[src/include/gtia_config.svh]
// ################################################
// Screen geometry and display-buffer address sizes
// ################################################

`ifndef GTIA_CONFIG_SVH
`define GTIA_CONFIG_SVH

// Horizontal coordinate, enough for 320 pixels
`define GTIA_X_W 9

// Vertical coordinate
`define GTIA_Y_W 8

// Display-buffer word address, holds y*width+x for the largest screen
`define GTIA_ADDR_W 17

// Widest screen the address range was sized for
`define GTIA_MAX_WIDTH 320

`endif

[src/hw/gtiaPkg.sv]
// ################################################
// Shared types for the pixel path and the hue table
// ################################################

`include "gtia_config.svh"

package gtiaPkg;

  // Upper nibble is hue, lower nibble is luminance
  typedef logic [7:0] colorT;

  typedef struct packed {
    logic [7:0] r;
    logic [7:0] g;
    logic [7:0] b;
  } rgbT;

  typedef logic [`GTIA_X_W-1:0] xCoordT;
  typedef logic [`GTIA_Y_W-1:0] yCoordT;
  typedef logic [`GTIA_ADDR_W-1:0] bufAddrT;

  // Playfield codes from ANTIC in normal mode
  typedef enum logic [3:0] {
    bgColor        = 4'd0,
    vSync          = 4'd1,
    hBlankC40      = 4'd2,
    lum1Col2       = 4'd3,
    playfield0     = 4'd4,
    playfield1     = 4'd5,
    playfield2     = 4'd6,
    playfield3     = 4'd7,
    noTransmission = 4'd15
  } anCodeT;

  typedef enum logic [1:0] {
    lineScan  = 2'd0,
    block8x8  = 2'd1,
    block16x8 = 2'd2
  } scanModeT;

  // Full-brightness base colour per hue, hue 0 is the grey ramp
  localparam rgbT hueTable [16] = '{
    24'hFFFFFF, 24'hFFD040, 24'hFF9020, 24'hFF6040,
    24'hFF4080, 24'hE040E0, 24'hA040FF, 24'h6060FF,
    24'h4090FF, 24'h40C0FF, 24'h40E0E0, 24'h40FFA0,
    24'h40FF40, 24'hA0FF40, 24'hE0E040, 24'hFFB040
  };

endpackage

[src/hw/bufferWriter.sv]
// ################################################
// Pixel capture and four-phase display-buffer write
// ################################################

module bufferWriter
  import gtiaPkg::*;
(
  input  logic    Fphi0,
  input  logic    rst,
  input  logic    isPixel,
  input  rgbT     pixelRgb,
  input  xCoordT  pixelX,
  input  yCoordT  pixelY,
  input  xCoordT  width,
  output logic    anTake,
  output logic    dBufReq,
  input  logic    dBufAck,
  output bufAddrT dBufAddr,
  output rgbT     dBufData
);

  bufAddrT pixelAddr;

  // Idle only once the buffer has also dropped its ack
  assign anTake = isPixel && !dBufReq && !dBufAck;

  assign pixelAddr = bufAddrT'(pixelY) * bufAddrT'(width) + bufAddrT'(pixelX);

  always_ff @(posedge Fphi0 or posedge rst) begin
    if (rst) begin
      dBufReq <= 1'b0;
    end else begin
      if (anTake) begin
        dBufReq <= 1'b1;
      end else if (dBufReq && dBufAck) begin
        dBufReq <= 1'b0;
      end
    end
  end

  // Held stable for the whole request phase
  always_ff @(posedge Fphi0) begin
    if (anTake) begin
      dBufAddr <= pixelAddr;
      dBufData <= pixelRgb;
    end
  end

endmodule

[src/hw/colorSelect.sv]
// ################################################
// ANTIC code decode and colour to RGB conversion
// ################################################

module colorSelect
  import gtiaPkg::*;
(
  input  anCodeT an,
  input  colorT  colbk,
  input  colorT  colpf0,
  input  colorT  colpf1,
  input  colorT  colpf2,
  input  colorT  colpf3,
  output rgbT    pixelRgb,
  output logic   isPixel
);

  colorT colour;
  logic [3:0] hue;
  logic [3:0] lum;
  rgbT baseRgb;

  // Channel scaled by (luminance+1)/16 and truncated
  function automatic logic [7:0] scaleChannel(input logic [7:0] level, input logic [3:0] luma);
    logic [4:0] factor;
    logic [11:0] product;
    factor = {1'b0, luma} + 5'd1;
    product = 12'(level) * 12'(factor);
    return product[11:4];
  endfunction

  always_comb begin
    colour = 8'h00;
    isPixel = 1'b0;
    case (an)
      bgColor: begin
        colour = colbk;
        isPixel = 1'b1;
      end
      lum1Col2: begin
        // Hue from PF2 and brightness from PF1
        colour = {colpf2[7:4], colpf1[3:0]};
        isPixel = 1'b1;
      end
      playfield0: begin
        colour = colpf0;
        isPixel = 1'b1;
      end
      playfield1: begin
        colour = colpf1;
        isPixel = 1'b1;
      end
      playfield2: begin
        colour = colpf2;
        isPixel = 1'b1;
      end
      playfield3: begin
        colour = colpf3;
        isPixel = 1'b1;
      end
      // vSync, hBlankC40 and idle carry no pixel
      default: begin
        colour = 8'h00;
        isPixel = 1'b0;
      end
    endcase
  end

  assign hue = colour[7:4];
  assign lum = colour[3:0];
  assign baseRgb = hueTable[hue];

  always_comb begin
    pixelRgb.r = scaleChannel(baseRgb.r, lum);
    pixelRgb.g = scaleChannel(baseRgb.g, lum);
    pixelRgb.b = scaleChannel(baseRgb.b, lum);
  end

endmodule

[src/hw/gtiaTop.sv]
// ################################################
// Pixel path top level
// ################################################

module gtiaTop
  import gtiaPkg::*;
(
  input  logic     Fphi0,
  input  logic     rst,
  input  anCodeT   an,
  input  colorT    colbk,
  input  colorT    colpf0,
  input  colorT    colpf1,
  input  colorT    colpf2,
  input  colorT    colpf3,
  input  scanModeT scanMode,
  input  xCoordT   width,
  input  yCoordT   height,
  input  logic     dlistEnd,
  input  logic     dBufAck,
  output logic     anTake,
  output logic     dBufReq,
  output bufAddrT  dBufAddr,
  output rgbT      dBufData,
  output logic     hblank,
  output logic     vblank
);

  rgbT    pixelRgb;
  logic   isPixel;
  xCoordT pixelX;
  yCoordT pixelY;

  colorSelect colorSelect_inst (
    .an       (an),
    .colbk    (colbk),
    .colpf0   (colpf0),
    .colpf1   (colpf1),
    .colpf2   (colpf2),
    .colpf3   (colpf3),
    .pixelRgb (pixelRgb),
    .isPixel  (isPixel)
  );

  // Walker advances on every consumed pixel
  scanWalker scanWalker_inst (
    .Fphi0    (Fphi0),
    .rst      (rst),
    .step     (anTake),
    .dlistEnd (dlistEnd),
    .scanMode (scanMode),
    .width    (width),
    .height   (height),
    .pixelX   (pixelX),
    .pixelY   (pixelY),
    .hblank   (hblank),
    .vblank   (vblank)
  );

  bufferWriter bufferWriter_inst (
    .Fphi0    (Fphi0),
    .rst      (rst),
    .isPixel  (isPixel),
    .pixelRgb (pixelRgb),
    .pixelX   (pixelX),
    .pixelY   (pixelY),
    .width    (width),
    .anTake   (anTake),
    .dBufReq  (dBufReq),
    .dBufAck  (dBufAck),
    .dBufAddr (dBufAddr),
    .dBufData (dBufData)
  );

endmodule

[src/hw/scanWalker.sv]
// ################################################
// Screen coordinate walker, line and block orders
// ################################################

module scanWalker
  import gtiaPkg::*;
(
  input  logic     Fphi0,
  input  logic     rst,
  input  logic     step,
  input  logic     dlistEnd,
  input  scanModeT scanMode,
  input  xCoordT   width,
  input  yCoordT   height,
  output xCoordT   pixelX,
  output yCoordT   pixelY,
  output logic     hblank,
  output logic     vblank
);

  logic   lastX;
  logic   lastY;
  logic   xBlkEnd;
  logic   yBlkEnd;
  xCoordT blkSpan;
  xCoordT nextX;
  yCoordT nextY;
  logic   nextH;
  logic   nextV;

  assign lastX = (pixelX == width - xCoordT'(1));
  assign lastY = (pixelY == height - yCoordT'(1));

  // Offset of the last pixel inside a block
  assign blkSpan = (scanMode == block16x8) ? xCoordT'(15) : xCoordT'(7);
  assign xBlkEnd = ((pixelX & blkSpan) == blkSpan);
  // Block rows are 8 lines and start on multiples of 8
  assign yBlkEnd = (pixelY[2:0] == 3'd7);

  always_comb begin
    nextX = pixelX + xCoordT'(1);
    nextY = pixelY;
    nextH = 1'b0;
    nextV = 1'b0;
    if (lastX && lastY) begin
      // End of frame, back to the origin
      nextX = '0;
      nextY = '0;
      nextV = 1'b1;
    end else if (scanMode == block8x8 || scanMode == block16x8) begin
      if (lastX && yBlkEnd) begin
        nextX = '0;
        nextY = pixelY + yCoordT'(1);
        nextH = 1'b1;
      end else if (xBlkEnd && yBlkEnd) begin
        // Next block to the right, top line of the row
        nextY = pixelY - yCoordT'(7);
      end else if (xBlkEnd) begin
        nextX = pixelX - blkSpan;
        nextY = pixelY + yCoordT'(1);
      end
    end else if (lastX) begin
      nextX = '0;
      nextY = pixelY + yCoordT'(1);
      nextH = 1'b1;
    end
  end

  always_ff @(posedge Fphi0 or posedge rst) begin
    if (rst) begin
      pixelX <= '0;
      pixelY <= '0;
      hblank <= 1'b0;
      vblank <= 1'b0;
    end else begin
      hblank <= 1'b0;
      vblank <= 1'b0;
      if (dlistEnd) begin
        pixelX <= '0;
        pixelY <= '0;
      end else if (step) begin
        pixelX <= nextX;
        pixelY <= nextY;
        hblank <= nextH;
        vblank <= nextV;
      end
    end
  end

endmodule

[config.mk]
export PLATFORM = sky130hd
export DESIGN_NAME = gtiaTop
export DESIGN_NICKNAME = d
export VERILOG_FILES = /design/src/hw/gtiaPkg.sv /design/src/hw/bufferWriter.sv /design/src/hw/colorSelect.sv /design/src/hw/gtiaTop.sv /design/src/hw/scanWalker.sv
export VERILOG_INCLUDE_DIRS = /design/src /design/src/include
export SDC_FILE = /design/constraint.sdc
export NUM_CORES = 1
export LEC_CHECK = 0
export ABC_AREA = 1
export BUFFER_PORTS_ARGS = -buffer_cell sky130_fd_sc_hd__clkbuf_2
export CAP_MARGIN = 20
export CORE_UTILIZATION = 40
export DETAILED_ROUTE_END_ITERATION = 16
export GPL_ROUTABILITY_DRIVEN = 1
export PLACE_DENSITY = 0.56
export SLEW_MARGIN = 20
export SYNTH_ARGS = -nofsm -noshare
export SYNTH_HDL_FRONTEND = slang
export SYNTH_HIERARCHICAL = 1
export SYNTH_SLANG_ARGS = --single-unit
[constraint.sdc]
create_clock -name Fphi0 -period 10.18 [get_ports Fphi0]
set_input_delay 0 -clock Fphi0 [delete_from_list [all_inputs] [get_ports Fphi0]]
set_output_delay 0 -clock Fphi0 [all_outputs]
set_load 0.02 [all_outputs]
==> results of run 1 <==
flip-flops by register name, summed over array words and instances, names as in the netlist:
register / cells
scanWalker_inst/pixelY: 8
scanWalker_inst/vblank: 1
scanWalker_inst/pixelX: 9
bufferWriter_inst/dBufReq: 1
bufferWriter_inst/dBufData: 24
scanWalker_inst/hblank: 1
bufferWriter_inst/dBufAddr: 17
worst register-to-register path, delay by kind of cell, from the launching register on:
kind / cells / cell delay (ns)
buf+inv: 4 / 0.21
simple gates: 8 / 0.71
flops: 1 / 0.75
fa+ha+maj: 5 / 2.47
area by class of cell:
type                    count  area, um^2
clock buffers              14       296.5
clock inverters             2       11.26
fillers                  2590       13740
inverters                 350        1314
multi-input cells        1036        7226
flip-flops and latches     61        1732
well taps                 330       412.9
repair buffers            115       590.6
layout by cell type (no fill, tap or decap), drive strengths merged:
cell           n
nand2        410
inv          350
nor2         142
clkbuf       125
ha           109
nand3         90
fa            89
edfxtp        41
o21ai         39
xor2          33
a21oi         31
xnor2         24
nor3          21
dfrtp         20
nand4         17
o21bai         5
nand3b         4
a211oi         3
and3           2
and2           2
a31oi          2
buf            2
dlygate4sd3    2
o22ai          2
or2            2
clkinv         2
o211ai         2
a22o           1
a32o           1
o21a           1
nor4           1
a21o           1
a221oi         1
nor3b          1
power by group:
group / internal [uW] / switching [uW]
registers: 330 / 20.8
clock network: 201 / 116
logic: 325 / 553
total: 856 / 690
repair_timing:
action / 4_1_cts / 5_1_grt
hold endpoints to repair: 21 / 0
gates resized for setup: 0 / 0
hold buffers: 2 / 0
how the worst max path moves through the flow:
stage                                    from                             end  slack [ns]  depth (start not counted)
global route                            an[2]   bufferWriter_inst/dBufData[6]        4.26                         28
CTS                                     an[2]  bufferWriter_inst/dBufData[15]        4.84                         27
floorplan           bufferWriter_inst/dBufReq       scanWalker_inst/pixelY[7]        5.19                          7
detailed placement                      an[2]  bufferWriter_inst/dBufData[15]        4.46                         27
finish                                  an[2]  bufferWriter_inst/dBufData[15]        4.79                         27
global placement                        an[2]  bufferWriter_inst/dBufData[23]        4.67                         24
cell families (layout without fill, tap and decap cells):
kind of cell / Yosys count / in the layout
AOI/OAI and AO/OA: 89 / 89
xor gates and xnor gates: 57 / 57
adders and majority gates: 198 / 198
buffers and inverters: 377 / 481
DFF: 61 / 61
and+or+nand+nor: 692 / 692
synthesized netlist by cell type (3+ instances only):
library cell,instances
nand4_1,16
a211oi_1,3
clkbuf_1,15
nor2_2,18
inv_2,12
buf_2,3
a21oi_1,29
buf_4,4
inv_1,337
fa_1,89
ha_1,109
edfxtp_1,41
nand3b_1,4
nand2_4,3
xor2_1,33
dfrtp_1,20
nor2_4,8
nand2_1,390
nor2_1,116
buf_1,3
nand3_2,5
o21ai_1,6
nor3_1,19
nand2_2,17
o21ai_0,31
xnor2_1,24
o21bai_1,4
nand3_1,84
per-stage QoR:
stage          setup WS, ns  power (uW)
3_5_place_dp          4.461        1241
2_1_floorplan         5.195        1029
4_1_cts               4.836        1572
3_3_place_gp          4.674        1237
6_report              4.794        1546
5_1_grt               4.258        1717
layer usage:
layer  GRT usage (%)  part of all wire, %  vias to the layer above
met5               0                    0                        -
met4           4.078                  1.0                        0
met3           2.819                  3.6                       17
met2           34.26                   49                      135
met1           25.94                   47                     4187
li1                -                    -                     4676
==> impl_results.md, run 1 <==
* Hold_sp: dlistEnd
* Final core utilization at 45.73%
* Antenna diodes at 0
* Placed instance count at 1,890
* Hold_ws at 0.03676 ns
* Simple logic cell fraction of the synthesized area at 29.34%
* Critical path's top delay family: adder cells
* Critical Path RT at 10.27 ns
* Post-DP HPWL at 20,810 um
* Worst hold path type: input pin to flip-flop
* Worst r2r path cells at 17
* Reg2Reg Setup Slack at 5.78 ns
* Unrepaired setup endpoints after global routing: no
* Core ar. at 25,330 um^2
* Total grt overflow at 0
* Port bufs at 111
* Mean Syn Cell Area at 7.056 um^2
* CP bufs+invs at 8
* Final hold violation count at 0
* CP max stage cell: xor2_1
* Critical path's largest stage delay at 0.57 ns
* Routed vias at 9,015
* Post-Layout Cell Count at 1,908
* Total global-route track usage at 19.76%
* First-pass GRT wire length at 42,230 um
* Register bit total from synthesis at 61
* Post-synth EDFFs at 41
* Mapped Cells at 1,474
* Main combinational cell family by area after synthesis: adder cells
* Top_reg_cell synth: edfxtp_1
* DRT Wirelength at 24,720 um
* Max-cap violations at 0
* Setup crit end kind: flip-flop
* Root buffer cell: clkbuf_16
* Post-synthesis xor/xnor area fraction at 4.800%
* Worst R2R Start: scanWalker_inst/pixelY[7]
* Die Ht at 163.3 um
* Slew headroom at 46.70%
* Synth area leader: fa_1
* Drt wl/cell at 12.96 um
* Syn Nets at 1,739
* Crit path kind: input pin to flip-flop
* Finished Cell Area at 11,580 um^2
* Num CTS Buffers at 9
* CP max FO at 14
* Crit path DAT at 5.48 ns
* FP Rows at 58
* Largest net degree at the start of global routing at 46
* Drt first pass iters at 5
* Crit Reg-Reg Endpoint: bufferWriter_inst/dBufAddr[16]
* Power per standard cell area at 133.5 nW/um^2
* Clk slew on worst S/H paths at 0.05 ns
* WHS Path Cells at 4
* Worst Tran Pin Value at 0.7987 ns
* Peak VDD IR at 0.0001082 V
* # Post-CTS Setup Buffers at 0
* DP Area at 11,250 um^2
* Initial DRC Count at 427
* Die Area at 26,650 um^2
* I/O pin total at 112
* Initial antenna violation count at 0
* Starting Density at 41.07%
* P_leak at 0.006710 uW
* Fin nets at 1,838
* Layout area overhead at 11.36%
* Cell Area, Synth at 10,400 um^2
* Number of distinct library cells after synthesis at 53
* Max-slew violations at 0
* Async SR Flop Fraction at 32.79%
* Synth Area in Adders at 30.24%
* X dimension of the die at 163.3 um
* Vias in the first global route at 8,808
* Longest Clk Path Bufs at 2
* Layout cell share with drive strength beyond 1 at 12.86%
* CTS H-tree lvls at 3
* Crit path launch type: input pin
* Outcome: complete, no violations
* Min-Delay Endpoint: scanWalker_inst/vblank
* Area share of the largest cell type after synthesis at 17.13%
* # setup viols final at 0
* Register area share after synthesis at 16.65%
* Clock latency on the worst-skew pair at 0.34 ns
* Setup TNS at 0 ns
* Synth Area in Compound Gates at 5.040%
* FMAX at 185.7 MHz
* CTS tree: done
* Final antenna-violating net count at 0
* CTS Sinks at 61
* Gpl congestion at 0.8580
* Synth Warn # at 6
* Vias per cell at 4.725
* # DRC at 0
* Final period util at 52.91%
* Setup Skew at 0.01038 ns
* Dominant cells by area after synthesis: fa_1, nand2_1, ha_1
* Min Clock Period, post-route at 5.386 ns
* Mux cell area share after synthesis at 0%
Note: power is estimated with default switching activity, not from simulation.
==> inputs of run 2 (changes only) <==
--- a/config.mk
+++ b/config.mk
@@ -6,13 +6,13 @@
 export SDC_FILE = /design/constraint.sdc
 export NUM_CORES = 1
 export LEC_CHECK = 0
-export ABC_AREA = 1
+export ABC_AREA = 0
 export BUFFER_PORTS_ARGS = -buffer_cell sky130_fd_sc_hd__clkbuf_2
 export CAP_MARGIN = 20
 export CORE_UTILIZATION = 40
 export DETAILED_ROUTE_END_ITERATION = 16
 export GPL_ROUTABILITY_DRIVEN = 1
-export PLACE_DENSITY = 0.56
+export PLACE_DENSITY = 0.58
 export SLEW_MARGIN = 20
 export SYNTH_ARGS = -nofsm -noshare
 export SYNTH_HDL_FRONTEND = slang
==> constraint.sdc (replaced) <==
create_clock -name Fphi0 -period 4.9 [get_ports Fphi0]
set_input_delay 0 -clock Fphi0 [delete_from_list [all_inputs] [get_ports Fphi0]]
set_output_delay 0 -clock Fphi0 [all_outputs]
set_load 0.02 [all_outputs]
==> run 2 against run 1 <==
- clock skew fell by 0.0017 ns
- die area is 6.9% lower
- worst hold slack got worse by 0.0098 ns
- first-iteration DRC count grew 0.47%
- register-to-register slack got worse by 5.4 ns
- critical endpoint is now bufferWriter_inst/dBufData[14]
==> impl_results.md, run 2 <==
* Cell Area, Synth at 9677 um^2
* Worst Tran Pin Value at 0.9139 ns
* CTS Sinks at 61
* Post-synth EDFFs at 41
* Async SR Flop Fraction at 32.79%
* Drt first pass iters at 5
* Most flop-heavy register: bufferWriter_inst/dBufData
* Num CTS Buffers at 9
* DP Area at 11,480 um^2
* Outcome: complete, no violations
* Port bufs at 111
* Max-cap violations at 0
* Hold_ws at 0.02692 ns
* Max-slew violations at 0
* FP Rows at 56
* Gpl congestion at 0.8579
* Register area share after synthesis at 17.90%
* Final hold violation count at 0
* Drt wl/cell at 14.41 um
* Core ar. at 23,610 um^2
* Routed vias at 8,229
* Most frequent cells in the layout: inv_1, buf_4, clkbuf_2
* Clock latency on the worst-skew pair at 0.35 ns
* # setup viols final at 0
* Synth area leader: fa_1
* CTS tree: done
* Longest Clk Path Bufs at 2
* Peak VDD IR at 0.0002238 V
* Number of distinct library cells after synthesis at 88
* Top_reg_cell synth: edfxtp_1
* Antenna diodes at 0
* Total global-route track usage at 20.04%
* CP max FO at 14
* Finished Cell Area at 11,960 um^2
* Starting Density at 40.98%
* Critical path's largest stage delay at 0.53 ns
* Setup Skew at 0.008688 ns
* Post-synth top cells: inv_1, ha_1, nand2_1
* Die Ht at 157.5 um
* Final antenna-violating net count at 0
* Min Clock Period, post-route at 4.638 ns
* Top-count cell post-synth: inv_1
* Crit path kind: input pin to flip-flop
* Syn Nets at 1,356
* Crit path launch type: input pin
* Power per standard cell area at 313.1 nW/um^2
* Initial antenna violation count at 0
* Register bit total from synthesis at 61
* DRT Wirelength at 23,430 um
* # DRC at 0
* CP max stage cell: fa_1
* Slew headroom at 38.70%
* Post-DP HPWL at 18,820 um
* Fin nets at 1,567
* Synth Warn # at 6
* Largest net degree at the start of global routing at 25
* Final core utilization at 50.65%
* Vias in the first global route at 8,340
* Max reg flops at 24
* Critical Path RT at 4.99 ns
* Mapped Cells at 1,091
* FMAX at 215.6 MHz
* Setup crit end kind: flip-flop
* Die Area at 24,820 um^2
* P_leak at 0.005892 uW
* Layout area overhead at 23.60%
* Dominant cells by area after synthesis: fa_1, ha_1, edfxtp_1
* Initial DRC Count at 429
* Vias per cell at 5.061
* Layout cell share with drive strength beyond 1 at 25.17%
* Root buffer cell: clkbuf_16
* Top Registers: bufferWriter_inst/dBufData (24), bufferWriter_inst/dBufAddr (17), scanWalker_inst/pixelX (9)
* I/O pin total at 112
* Most common cell after layout, fill and taps aside: inv_1
* Worst hold path type: input pin to async pin
* First-pass GRT wire length at 39,280 um
* Total grt overflow at 0
* X dimension of the die at 157.5 um
* Final period util at 94.66%
* CTS H-tree lvls at 3
* Crit path DAT at 4.73 ns
* Clk slew on worst S/H paths at 0.06 ns
* Mean Syn Cell Area at 8.870 um^2
* Area share of the largest cell type after synthesis at 18.41%
[run 2: cell count changes after synthesis, moves of 18 or more]
cell / before / now
nand3_1: 84 / 34
nand2_1: 390 / 92
nor2_2: 18 / 0
nor2_1: 116 / 74
xnor2_1: 24 / 53
and2_1: 2 / 59
nor2b_1: 0 / 18
inv_1: 337 / 178
[run 2: kinds of logic after synthesis]
family / count (synthesis) / share of synthesized area (%)
flip-flops: 61 / 17.90
AO/OA/AOI/OAI: 163 / 12.39
XOR/XNOR: 75 / 6.931
adder cells (fa/ha/maj): 198 / 32.51
multiplexers: 11 / 1.151
buffers and inverters: 206 / 8.456
AND/OR/NAND/NOR: 377 / 20.68
[run 2: area by class of cell]
class                      count  area, um^2
tap                          319       399.1
multi-input combinational    824        7391
clock inverter                 7       97.59
sequential                    61        1732
fill                        2292       11650
timing repair buffer         228        1448
inverter                     178       668.1
clock buffer                   9       225.2
[run 2: worst paths after layout]
| check | start | slack, ns | end | depth (start not counted) |
|---|---|---|---|---|
| hold / removal | rst | 0.03 | bufferWriter_inst/dBufReq | 3 |
| hold reg to reg | bufferWriter_inst/dBufReq | 0.59 | bufferWriter_inst/dBufReq | 2 |
| max in group asynchronous | rst | 4.01 | scanWalker_inst/pixelY[1] | 3 |
| setup reg to reg | scanWalker_inst/pixelY[7] | 0.38 | bufferWriter_inst/dBufAddr[16] | 14 |
| setup / recovery | an[1] | 0.26 | bufferWriter_inst/dBufData[14] | 25 |
| min in group Fphi0 | dlistEnd | 0.08 | scanWalker_inst/pixelX[5] | 3 |
[run 2: what timing repair did]
item                                   in CTS  in global routing
hold buffers                                2                  0
endpoints found under the hold margin      21                  0
setup endpoints to repair                   0                 10
resized for setup                           0                 32
setup buffers                               0                  1
[run 2: metal layers]
metal | up-vias | GRT usage (%) | routed length, um
met5 | - | 0 | 0
met4 | 0 | 4.161 | 211
met3 | 16 | 2.974 | 635
met2 | 125 | 36.85 | 12140
met1 | 4010 | 24.58 | 10440
li1 | 4078 | - | -
[run 2: through the flow]
stage               setup WS (ns)  total power [uW]  std cells  setup TNS (ns)
floorplan                -0.09407              2309       1091        -0.09968
global placement          -0.2129              2969       1606          -1.651
detailed placement        -0.2756              3009       1606          -2.113
CTS                       0.03316              3767       1624               0
global route            -0.007031              4108       1626       -0.009481
finish                     0.2619              3744       1626               0
[run 2: worst max-delay path: cells and delay by family]
family,cells,cell delay (ns)
AO/OA/AOI/OAI,10,1.92
XOR/XNOR,1,0.14
AND/OR/NAND/NOR,3,0.65
buffers and inverters,6,0.58
adder cells (fa/ha/maj),5,1.45
[run 2: power breakdown]
| part | switching (uW) | internal [uW] |
|---|---|---|
| sequential | 51.8 | 707 |
| clock | 279 | 448 |
| combinational | 1200 | 1060 |
